**src/design/mist_pkg.sv**
```systemverilog
/*
  shared widths, command codes and OSD window limits for the board base
  imported by each design file that uses one of them
*/
package mist_pkg;

    localparam int COLORW      = 6;     // output colour depth
    localparam int GAME_COLORW = 4;     // native game colour depth

    typedef logic [COLORW-1:0]      color_t;
    typedef logic [GAME_COLORW-1:0] game_color_t;
    typedef logic [31:0]            word_t;     // status and joystick words
    typedef logic [15:0]            pcm_t;
    typedef logic [9:0]             hpos_t;
    typedef logic [9:0]             vpos_t;
    typedef logic [7:0]             byte_t;     // one serial byte

    // commands from the I/O controller
    localparam byte_t CMD_JOY1   = 8'h01;
    localparam byte_t CMD_JOY2   = 8'h02;
    localparam byte_t CMD_CONFIG = 8'h14;
    localparam byte_t CMD_STATUS = 8'h15;

    // config byte and status word fields
    localparam int CFG_SCAN2X_DIS_BIT = 0;
    localparam int CFG_YPBPR_BIT      = 1;
    localparam int STATUS_OSD_BIT     = 0;

    // shaded OSD window, limits inclusive
    localparam hpos_t OSD_X0 = 10'd64;
    localparam hpos_t OSD_X1 = 10'd191;
    localparam vpos_t OSD_Y0 = 10'd32;
    localparam vpos_t OSD_Y1 = 10'd95;

    localparam logic SND_SIGNED = 1'b1;     // samples are two's complement

    typedef enum logic [1:0] {
        RX_IDLE,
        RX_CMD,
        RX_DATA,
        RX_DONE
    } rx_state_t;

endpackage

```
**src/design/cfg_if.sv**
```systemverilog
/*
  configuration levels held by the serial receiver
  the receiver drives it through src, the video blocks read it through dst
*/
`timescale 1ns/1ns

interface cfg_if import mist_pkg::*; ();

    word_t status;
    word_t joy1;
    word_t joy2;
    logic  scan2x_dis;  // native video with composite sync
    logic  ypbpr;       // component output

    modport src (
        output status, joy1, joy2, scan2x_dis, ypbpr
    );

    modport dst (
        input status, joy1, joy2, scan2x_dis, ypbpr
    );

endinterface

```
**src/design/spi_cfg_rx.sv**
```systemverilog
/*
  serial command receiver for the I/O controller link
  sck, ss and di are oversampled on clk_sys; a command byte is followed by
  four data bytes (joysticks, status) or one (config), MSB first
*/
`timescale 1ns/1ns

module spi_cfg_rx import mist_pkg::*; (
    input  logic clk_sys,
    input  logic rst_i,
    input  logic spi_sck_i,
    input  logic spi_ss_i,     // active low frame
    input  logic spi_di_i,
    cfg_if.src   cfg
);

    logic [1:0]  sck_sync;
    logic [1:0]  ss_sync;
    logic [1:0]  di_sync;
    logic        sck_d;
    logic        ss_act;
    logic        bit_stb;
    logic        byte_done;
    logic [2:0]  bit_cnt;
    logic [1:0]  byte_cnt;      // data bytes left after the current one
    logic [6:0]  byte_sr;
    byte_t       rx_byte;
    byte_t       cmd_q;
    logic [23:0] data_sr;
    rx_state_t   state;

    always_ff @(posedge clk_sys) begin
        if (rst_i) begin
            sck_sync <= 2'b00;
            ss_sync  <= 2'b11;  // idle frame
            sck_d    <= 1'b0;
        end else begin
            sck_sync <= {sck_sync[0], spi_sck_i};
            ss_sync  <= {ss_sync[0], spi_ss_i};
            sck_d    <= sck_sync[1];
        end
    end

    always_ff @(posedge clk_sys) begin
        di_sync <= {di_sync[0], spi_di_i};
    end

    assign ss_act    = ~ss_sync[1];
    assign bit_stb   = ss_act & sck_sync[1] & ~sck_d;     // sck rising edge
    assign byte_done = bit_stb && (bit_cnt == 3'd7);
    assign rx_byte   = {byte_sr, di_sync[1]};             // byte incl. current bit

    // bit shifter, command byte and data bytes
    always_ff @(posedge clk_sys) begin
        if (bit_stb)
            byte_sr <= rx_byte[6:0];
        if (byte_done && state == RX_CMD)
            cmd_q <= rx_byte;
        if (byte_done && state == RX_DATA)
            data_sr <= {data_sr[15:0], rx_byte};
    end

    always_ff @(posedge clk_sys) begin
        if (rst_i) begin
            state          <= RX_IDLE;
            bit_cnt        <= 3'd0;
            byte_cnt       <= 2'd0;
            cfg.status     <= '0;
            cfg.joy1       <= '0;
            cfg.joy2       <= '0;
            cfg.scan2x_dis <= 1'b0;
            cfg.ypbpr      <= 1'b0;
        end else if (!ss_act) begin
            state   <= RX_IDLE;     // partial frame data dropped
            bit_cnt <= 3'd0;
        end else begin
            if (bit_stb)
                bit_cnt <= bit_cnt + 3'd1;
            case (state)
                RX_IDLE: state <= RX_CMD;
                RX_CMD: if (byte_done) begin
                    case (rx_byte)
                        CMD_JOY1, CMD_JOY2, CMD_STATUS: begin
                            byte_cnt <= 2'd3;
                            state    <= RX_DATA;
                        end
                        CMD_CONFIG: begin
                            byte_cnt <= 2'd0;
                            state    <= RX_DATA;
                        end
                        default: state <= RX_DONE;  // unknown command ignored
                    endcase
                end
                RX_DATA: if (byte_done) begin
                    if (byte_cnt == 2'd0) begin
                        state <= RX_DONE;
                        case (cmd_q)
                            CMD_JOY1:   cfg.joy1   <= {data_sr, rx_byte};
                            CMD_JOY2:   cfg.joy2   <= {data_sr, rx_byte};
                            CMD_STATUS: cfg.status <= {data_sr, rx_byte};
                            default: begin
                                cfg.scan2x_dis <= rx_byte[CFG_SCAN2X_DIS_BIT];
                                cfg.ypbpr      <= rx_byte[CFG_YPBPR_BIT];
                            end
                        endcase
                    end else begin
                        byte_cnt <= byte_cnt - 2'd1;
                    end
                end
                RX_DONE: state <= RX_DONE;  // wait for ss to rise
                default: state <= RX_IDLE;
            endcase
        end
    end

endmodule

```
**src/design/video_osd_mix.sv**
```systemverilog
/*
  picks native or scan-doubled video and shades the OSD window
  native colour is widened to 6 bits and its sync inverted to active low;
  one register stage on every output
*/
`timescale 1ns/1ns

module video_osd_mix import mist_pkg::*; (
    input  logic        clk_sys,
    input  logic        rst_i,
    cfg_if.dst          cfg,
    input  game_color_t game_r_i,
    input  game_color_t game_g_i,
    input  game_color_t game_b_i,
    input  logic        hs_i,           // active high
    input  logic        vs_i,
    input  color_t      scan2x_r_i,
    input  color_t      scan2x_g_i,
    input  color_t      scan2x_b_i,
    input  logic        scan2x_hs_i,    // active low
    input  logic        scan2x_vs_i,
    output color_t      mix_r_o,
    output color_t      mix_g_o,
    output color_t      mix_b_o,
    output logic        mix_hs_o,
    output logic        mix_vs_o,
    output logic        osd_shown_o
);

    color_t sel_r;
    color_t sel_g;
    color_t sel_b;
    logic   sel_hs;
    logic   sel_vs;
    logic   hs_d;
    hpos_t  hpos;
    vpos_t  vpos;
    logic   osd_en;
    logic   in_win;
    logic   shade;

    // repeat the top bits into the new LSBs
    function automatic color_t widen(input game_color_t c);
        return {c, c[GAME_COLORW-1 -: COLORW-GAME_COLORW]};
    endfunction

    always_comb begin
        if (cfg.scan2x_dis) begin
            sel_r  = widen(game_r_i);
            sel_g  = widen(game_g_i);
            sel_b  = widen(game_b_i);
            sel_hs = ~hs_i;
            sel_vs = ~vs_i;
        end else begin
            sel_r  = scan2x_r_i;
            sel_g  = scan2x_g_i;
            sel_b  = scan2x_b_i;
            sel_hs = scan2x_hs_i;
            sel_vs = scan2x_vs_i;
        end
    end

    // first pixel after hsync sees column 0
    always_ff @(posedge clk_sys) begin
        if (rst_i) begin
            hpos <= '0;
            vpos <= '0;
            hs_d <= 1'b1;
        end else begin
            hs_d <= sel_hs;
            if (!sel_hs)
                hpos <= '0;
            else
                hpos <= hpos + 10'd1;
            if (!sel_vs)
                vpos <= '0;
            else if (sel_hs && !hs_d)
                vpos <= vpos + 10'd1;   // end of hsync pulse
        end
    end

    assign osd_en = cfg.status[STATUS_OSD_BIT];
    assign in_win = (hpos >= OSD_X0) && (hpos <= OSD_X1) &&
                    (vpos >= OSD_Y0) && (vpos <= OSD_Y1);
    assign shade  = osd_en && in_win;

    always_ff @(posedge clk_sys) begin
        if (rst_i) begin
            mix_r_o     <= '0;
            mix_g_o     <= '0;
            mix_b_o     <= '0;
            mix_hs_o    <= 1'b0;
            mix_vs_o    <= 1'b0;
            osd_shown_o <= 1'b0;
        end else begin
            mix_r_o     <= shade ? (sel_r >> 1) : sel_r;
            mix_g_o     <= shade ? (sel_g >> 1) : sel_g;
            mix_b_o     <= shade ? {1'b1, sel_b[COLORW-1:1]} : sel_b;   // bluish tint
            mix_hs_o    <= sel_hs;
            mix_vs_o    <= sel_vs;
            osd_shown_o <= osd_en;
        end
    end

endmodule

```
**src/design/rgb_to_ypbpr.sv**
```systemverilog
/*
  combinational RGB to YPbPr conversion on 6-bit channels
  Y = (2R + 5G + B) / 8, Pb and Pr centred on 32
*/
`timescale 1ns/1ns

module rgb_to_ypbpr import mist_pkg::*; (
    input  color_t r_i,
    input  color_t g_i,
    input  color_t b_i,
    output color_t y_o,
    output color_t pb_o,
    output color_t pr_o
);

    logic [8:0]        y_sum;   // up to 504
    color_t            y;
    logic signed [7:0] b_diff;
    logic signed [7:0] r_diff;
    logic signed [7:0] pb_full;
    logic signed [7:0] pr_full;

    assign y_sum = (9'(r_i) << 1) + 9'(g_i) * 9'd5 + 9'(b_i);
    assign y     = y_sum[8:3];      // truncated divide by 8

    assign b_diff = $signed({2'b00, b_i}) - $signed({2'b00, y});
    assign r_diff = $signed({2'b00, r_i}) - $signed({2'b00, y});

    // arithmetic shift rounds toward minus infinity
    assign pb_full = (b_diff >>> 1) + 8'sd32;
    assign pr_full = (r_diff >>> 1) + 8'sd32;

    assign y_o  = y;
    assign pb_o = pb_full[5:0];     // always 0..63
    assign pr_o = pr_full[5:0];

endmodule

```
**src/design/video_out.sv**
```systemverilog
/*
  final video stage: RGB or YPbPr colour and separate or composite sync
  composite sync goes on HS with VS held high, for SCART and component use;
  all outputs registered
*/
`timescale 1ns/1ns

module video_out import mist_pkg::*; (
    input  logic   clk_sys,
    input  logic   rst_i,
    cfg_if.dst     cfg,
    input  color_t mix_r_i,
    input  color_t mix_g_i,
    input  color_t mix_b_i,
    input  logic   mix_hs_i,
    input  logic   mix_vs_i,
    output color_t video_r_o,
    output color_t video_g_o,
    output color_t video_b_o,
    output logic   video_hs_o,
    output logic   video_vs_o
);

    color_t y;
    color_t pb;
    color_t pr;
    logic   csync;
    logic   csync_mode;

    rgb_to_ypbpr u_ypbpr (
        .r_i  ( mix_r_i ),
        .g_i  ( mix_g_i ),
        .b_i  ( mix_b_i ),
        .y_o  ( y       ),
        .pb_o ( pb      ),
        .pr_o ( pr      )
    );

    assign csync      = ~(mix_hs_i ^ mix_vs_i);
    assign csync_mode = cfg.scan2x_dis | cfg.ypbpr;

    always_ff @(posedge clk_sys) begin
        if (rst_i) begin
            video_r_o  <= '0;
            video_g_o  <= '0;
            video_b_o  <= '0;
            video_hs_o <= 1'b0;
            video_vs_o <= 1'b0;
        end else begin
            video_r_o  <= cfg.ypbpr ? pr : mix_r_i;
            video_g_o  <= cfg.ypbpr ? y  : mix_g_i;
            video_b_o  <= cfg.ypbpr ? pb : mix_b_i;
            video_hs_o <= csync_mode ? csync : mix_hs_i;
            video_vs_o <= csync_mode ? 1'b1  : mix_vs_i;  // VS high selects RGB on SCART
        end
    end

endmodule

```
**src/design/sigma_delta_dac.sv**
```systemverilog
/*
  first-order sigma-delta audio converter, one bit out per clk_sys cycle
  the sample is moved to offset binary and added to the accumulator;
  the carry of that add is the output bit
*/
`timescale 1ns/1ns

module sigma_delta_dac import mist_pkg::*; (
    input  logic clk_sys,
    input  logic rst_i,
    input  pcm_t pcm_i,
    output logic dac_o
);

    pcm_t        pcm_ofs;
    pcm_t        acc;
    logic [16:0] sum;

    // midscale for a zero signed sample
    assign pcm_ofs = {pcm_i[15] ^ SND_SIGNED, pcm_i[14:0]};
    assign sum     = {1'b0, acc} + {1'b0, pcm_ofs};

    always_ff @(posedge clk_sys) begin
        if (rst_i) begin
            acc   <= '0;
            dac_o <= 1'b0;
        end else begin
            acc   <= sum[15:0];
            dac_o <= sum[16];   // overflow density tracks the level
        end
    end

endmodule

```
**src/design/mist_base_top.sv**
```systemverilog
/*
  board base of the arcade core, single clk_sys domain
  holds the serial config receiver, the video mixer and output stage,
  and one audio converter per channel
*/
`timescale 1ns/1ns

module mist_base_top import mist_pkg::*; (
    input  logic        clk_sys,
    input  logic        rst_i,
    // I/O controller link
    input  logic        spi_sck_i,
    input  logic        spi_ss_i,
    input  logic        spi_di_i,
    // native game video
    input  game_color_t game_r_i,
    input  game_color_t game_g_i,
    input  game_color_t game_b_i,
    input  logic        hs_i,
    input  logic        vs_i,
    // scan-doubled video
    input  color_t      scan2x_r_i,
    input  color_t      scan2x_g_i,
    input  color_t      scan2x_b_i,
    input  logic        scan2x_hs_i,
    input  logic        scan2x_vs_i,
    // audio
    input  pcm_t        snd_left_i,
    input  pcm_t        snd_right_i,
    // video out
    output color_t      video_r_o,
    output color_t      video_g_o,
    output color_t      video_b_o,
    output logic        video_hs_o,
    output logic        video_vs_o,
    output logic        snd_pwm_left_o,
    output logic        snd_pwm_right_o,
    // control
    output word_t       status_o,
    output word_t       joystick1_o,
    output word_t       joystick2_o,
    output logic        scan2x_enb_o,   // scan doubler disabled
    output logic        osd_shown_o
);

    color_t mix_r;
    color_t mix_g;
    color_t mix_b;
    logic   mix_hs;
    logic   mix_vs;

    cfg_if cfg ();

    spi_cfg_rx u_cfg_rx (
        .clk_sys   ( clk_sys   ),
        .rst_i     ( rst_i     ),
        .spi_sck_i ( spi_sck_i ),
        .spi_ss_i  ( spi_ss_i  ),
        .spi_di_i  ( spi_di_i  ),
        .cfg       ( cfg.src   )
    );

    video_osd_mix u_mix (
        .clk_sys     ( clk_sys     ),
        .rst_i       ( rst_i       ),
        .cfg         ( cfg.dst     ),
        .game_r_i    ( game_r_i    ),
        .game_g_i    ( game_g_i    ),
        .game_b_i    ( game_b_i    ),
        .hs_i        ( hs_i        ),
        .vs_i        ( vs_i        ),
        .scan2x_r_i  ( scan2x_r_i  ),
        .scan2x_g_i  ( scan2x_g_i  ),
        .scan2x_b_i  ( scan2x_b_i  ),
        .scan2x_hs_i ( scan2x_hs_i ),
        .scan2x_vs_i ( scan2x_vs_i ),
        .mix_r_o     ( mix_r       ),
        .mix_g_o     ( mix_g       ),
        .mix_b_o     ( mix_b       ),
        .mix_hs_o    ( mix_hs      ),
        .mix_vs_o    ( mix_vs      ),
        .osd_shown_o ( osd_shown_o )
    );

    video_out u_video_out (
        .clk_sys    ( clk_sys    ),
        .rst_i      ( rst_i      ),
        .cfg        ( cfg.dst    ),
        .mix_r_i    ( mix_r      ),
        .mix_g_i    ( mix_g      ),
        .mix_b_i    ( mix_b      ),
        .mix_hs_i   ( mix_hs     ),
        .mix_vs_i   ( mix_vs     ),
        .video_r_o  ( video_r_o  ),
        .video_g_o  ( video_g_o  ),
        .video_b_o  ( video_b_o  ),
        .video_hs_o ( video_hs_o ),
        .video_vs_o ( video_vs_o )
    );

    sigma_delta_dac u_dac_left (
        .clk_sys ( clk_sys        ),
        .rst_i   ( rst_i          ),
        .pcm_i   ( snd_left_i     ),
        .dac_o   ( snd_pwm_left_o )
    );

    sigma_delta_dac u_dac_right (
        .clk_sys ( clk_sys         ),
        .rst_i   ( rst_i           ),
        .pcm_i   ( snd_right_i     ),
        .dac_o   ( snd_pwm_right_o )
    );

    assign status_o     = cfg.status;
    assign joystick1_o  = cfg.joy1;
    assign joystick2_o  = cfg.joy2;
    assign scan2x_enb_o = cfg.scan2x_dis;

endmodule

```
**config.mk**
```make
export PLATFORM = sky130hd
export DESIGN_NAME = mist_base_top
export DESIGN_NICKNAME = d
export VERILOG_FILES = /design/src/design/mist_pkg.sv /design/src/design/cfg_if.sv /design/src/design/spi_cfg_rx.sv /design/src/design/video_osd_mix.sv /design/src/design/rgb_to_ypbpr.sv /design/src/design/video_out.sv /design/src/design/sigma_delta_dac.sv /design/src/design/mist_base_top.sv
export SDC_FILE = /design/constraint.sdc
export NUM_CORES = 1
export LEC_CHECK = 0
export ABC_AREA = 1
export BUFFER_PORTS_ARGS = -buffer_cell sky130_fd_sc_hd__buf_2
export CAP_MARGIN = 15
export CORE_ASPECT_RATIO = 0.75
export CORE_MARGIN = 4
export CORE_UTILIZATION = 40
export CTS_BUF_LIST = sky130_fd_sc_hd__clkbuf_4 sky130_fd_sc_hd__clkbuf_8
export CTS_CLUSTER_SIZE = 14
export DETAILED_ROUTE_END_ITERATION = 7
export GPL_ROUTABILITY_DRIVEN = 0
export GPL_TIMING_DRIVEN = 0
export PLACE_DENSITY = 0.63
export SLEW_MARGIN = 15
export SYNTH_ARGS = -nofsm -noshare
export SYNTH_HDL_FRONTEND = slang
export SYNTH_HIERARCHICAL = 1
export SYNTH_SLANG_ARGS = --single-unit
```
**constraint.sdc**
```tcl
create_clock -name clk_sys -period 3.4 [get_ports clk_sys]
set_input_delay 1.02 -clock clk_sys [delete_from_list [all_inputs] [get_ports clk_sys]]
set_output_delay 1.02 -clock clk_sys [all_outputs]
set_load 0.05 [all_outputs]
```
==> impl_results.md <==
* Actual slew at the worst max-slew pin at around 1.0 ns
* Hold wc startpoint: u_cfg_rx/di_sync[0]
* Number of global-route vias before repair at roughly 10000
* Async set-reset flop share out of synthesis at 0
* Num CTS Buffers at 42
* Synth unique cells at 50
* Ys flop type: dfxtp_1
* Hold Path Stages at 0
* XOR/XNOR Fraction of Synth Area at 0.00797
* Crit path DAT at 4.12 ns
* Area leader, netlist: dfxtp_1
* Kind of critical path: reg2reg
* Fmax at between 200 and 300 MHz
* Class of the worst hold path: reg2reg
* Slew margin rel. at 0.332
* Final HPWL DP at about 25000 um
* Avg WL per Cell at 14.6 um
* Failing checks: negative setup slack
* Largest net degree at the start of global routing at 25
* Top cells by area, synth: dfxtp_1 (34%), edfxtp_1 (9.7%), nor2_1 (9.3%)
* LEAKAGE at 7.06 nW
* Commonest cells post-synth: nor2_1 (300), nand2_1 (287), dfxtp_1 (208), inv_1 (173), o21ai_0 (133)
* Pins Over Slew Limit at 0
* Area grow syn2layout at 22.2%
* DIE AREA at between 30000 and 40000 sq um
* Synth Area in Compound Gates at 0.109
* Syn nets at between 1500 and 2000
* Cells after synthesis at 1583
* Worst path required time at 3.84 ns
* GRT Residual Overflow at 0
* Worst-path maximum fanout at 3
* Dpl cell area at roughly 14000 sq um
* Minimum clock period at 3.67 ns
* Vias at about 11000
* Row Count at 54
* Max-Cap Viols at 0
* Die Y at approximately 160 um
* Min-Delay Endpoint: u_cfg_rx/di_sync[1]
* Adder-Cell Fraction of Synth Area at 0.0806
* Initial DRC Count at between 800 and 900
* Post-route cell area at between 10000 and 15000 sq um
* Post-DRT Antenna Nets at 0
* IO Pins at 191
* Antenna cells at 0
* Total Routing Usage GR at 0.193
* Drt first pass iters at 5
* Power density cells at between 500 and 600 nW/um^2
* Final count of hold timing violations at 0
* CTS Sinks at 247
* R2R Path End: u_video_out/video_b_o[5]
* Worst-Skew Late Latency at around 0.57 ns
* CORE AREA at roughly 30000 sq um
* Clk_skew at 0.0281 ns
* EDFF count, synth at 39
* Yosys warns at 6
* DRC errors left at 0
* Clock-pin slew of the registers on the worst-case setup and hold paths at ~0.070 ns
* Final hold slack at ~0.32 ns
* Finished Core Util at 0.501
* Clock Tree Root: clkbuf_8
* Share of cells above drive strength 1 at 0.226
* Largest family of logic cells by synthesized area: simple AND/OR/NAND/NOR gates
* DIE WIDTH at between 200 and 250 um
* Depth of the CTS H-tree at 2
* Synth Cell Area at roughly 12000 sq um
* Final setup vio count at 8
* Final WS setup at -0.273 ns
* Syn avg cell area at between 7 and 8 sq um
* Status: finished with violations
* Most common cell in the netlist: nor2_1
* RR Startpoint: u_mix/mix_g_o[3]
* CTS max path bufs at 3
* # nets final at a little under 2000
* Sequential share of the synthesized area at 0.441
* Unrepaired setup endpoints after global routing: true
* Yosys top cell area share at 0.345
* Initial Util at 0.410
* First-pass GRT wire length at between 50000 and 60000 um
* Worst setup EP type: flip-flop
* PortBufs at 190
* Initial antenna violation count at 0
* Post-Synth Simple-Gate Area at 0.274
* DRT Wirelength at between 30000 and 40000 um
* #FFs+latches synth at approximately 250
* R2R setup slack at -0.27 ns
* DR vias/cell at about 4.8
* Startpoint Class: flip-flop
* R2R depth at 18
* Final worst path period share at 1.08
* Mux cell area share after synthesis at 0.000828
* TritonCTS clock tree: built
* Worst vdd ir at ~0.23 mV
worst max-delay path: stages, from the launching register on:
cell and delay (ns):
dfxtp_4 0.37, ha_4 0.26, inv_2 0.03, fa_1 0.46, fa_1 0.52, inv_2 0.06, fa_2 0.56, inv_2 0.06
nor2_4 0.11, inv_2 0.05, fa_2 0.37, a21oi_2 0.18, o21ai_1 0.09, nand2_1 0.10, inv_1 0.05, nand2_1 0.08
nand2_1 0.06, nor2_1 0.08, nor2_1 0.05
cell type report:
cell class	instances	area, sq um
tap	392	490
sequential	247	5350
timing repair buffer	199	1020
fill	2926	14700
buffer	47	302
inverter	195	741
clock inverter	15	193
multi-input combinational	1094	5900
clock buffer	61	764
worst max-delay path by stage:
stage / start / end / slack (ns) / cells past startpoint
floorplan: u_mix/mix_g_o[1] / u_video_out/video_b_o[4] / 0.02 / 20
global placement: u_mix/mix_g_o[1] / u_video_out/video_b_o[5] / -0.43 / 17
detailed placement: u_mix/mix_g_o[1] / u_video_out/video_b_o[5] / -0.49 / 17
CTS: u_mix/mix_g_o[3] / u_video_out/video_b_o[5] / -0.32 / 18
global route: u_mix/mix_g_o[3] / u_video_out/video_b_o[5] / -0.44 / 18
finish: u_mix/mix_g_o[3] / u_video_out/video_b_o[5] / -0.27 / 18
metrics by stage:
step	power, mW	cells	TNS (ns)	setup WS, ns
2_1_floorplan	4.64	1583	0	0.0155
3_3_place_gp	5.00	2165	-2.89	-0.433
3_5_place_dp	5.04	2165	-3.33	-0.489
4_1_cts	8.23	2244	-1.87	-0.316
5_1_grt	8.75	2250	-2.90	-0.435
6_report	8.24	2250	-1.59	-0.273
cells by family after synthesis:
logic type      Yosys count
simple gates            760
compound gates          252
flops                   247
buf+inv                 242
fa+ha+maj                70
xor+xnor                 11
mux                       1
per-layer routing:
metal,global-route usage,vias up,share of wire
li1,-,5555,-
met5,0,-,0
met1,0.283,4991,0.49
met4,0.0488,0,0.016
met2,0.292,292,0.43
met3,0.0406,46,0.065
placed cells by master, fill, tap and decap left out, types with 7 or more instances in the layout:
cell and instances:
o21ai_0 131, nand2_1 284, clkinv_1 7, nor2_2 9
edfxtp_1 39, ha_1 50, inv_2 24, nor2_1 297
buf_2 199, clkbuf_1 21, a21oi_1 92, dfxtp_1 204
buf_6 9, inv_1 166, nand3_1 81, clkbuf_8 49
nand2_2 27, nand4_1 8, nand3b_1 7, buf_4 13
fa_1 10, clkbuf_4 12, o21ai_1 10
flip-flops by register name, indices dropped and copies added, names as in the netlist, 8 cells and up:
name / flops
u_dac_right/acc: 16
u_mix/vpos: 10
u_cfg_rx/cfg.joy2: 32
u_dac_left/acc: 16
u_cfg_rx/data_sr: 24
u_mix/hpos: 10
u_cfg_rx/cfg.joy1: 32
u_cfg_rx/cmd_q: 8
u_cfg_rx/cfg.status: 32
what timing repair did:
action / CTS / global route
hold buffers: 0 / 0
resized for setup: 26 / 14
setup endpoints to repair: 12 / 12
pin swaps: 26 / 23
buffers inserted: 3 / 6
where the power goes:
part / switching [mW] / internal, mW / total, mW
Sequential: 0.0642 / 3.11 / 3.17
Combinational: 1.25 / 0.781 / 2.04
Clock: 1.27 / 1.77 / 3.03
Total: 2.58 / 5.66 / 8.24
(Power assumes the default switching activity.)
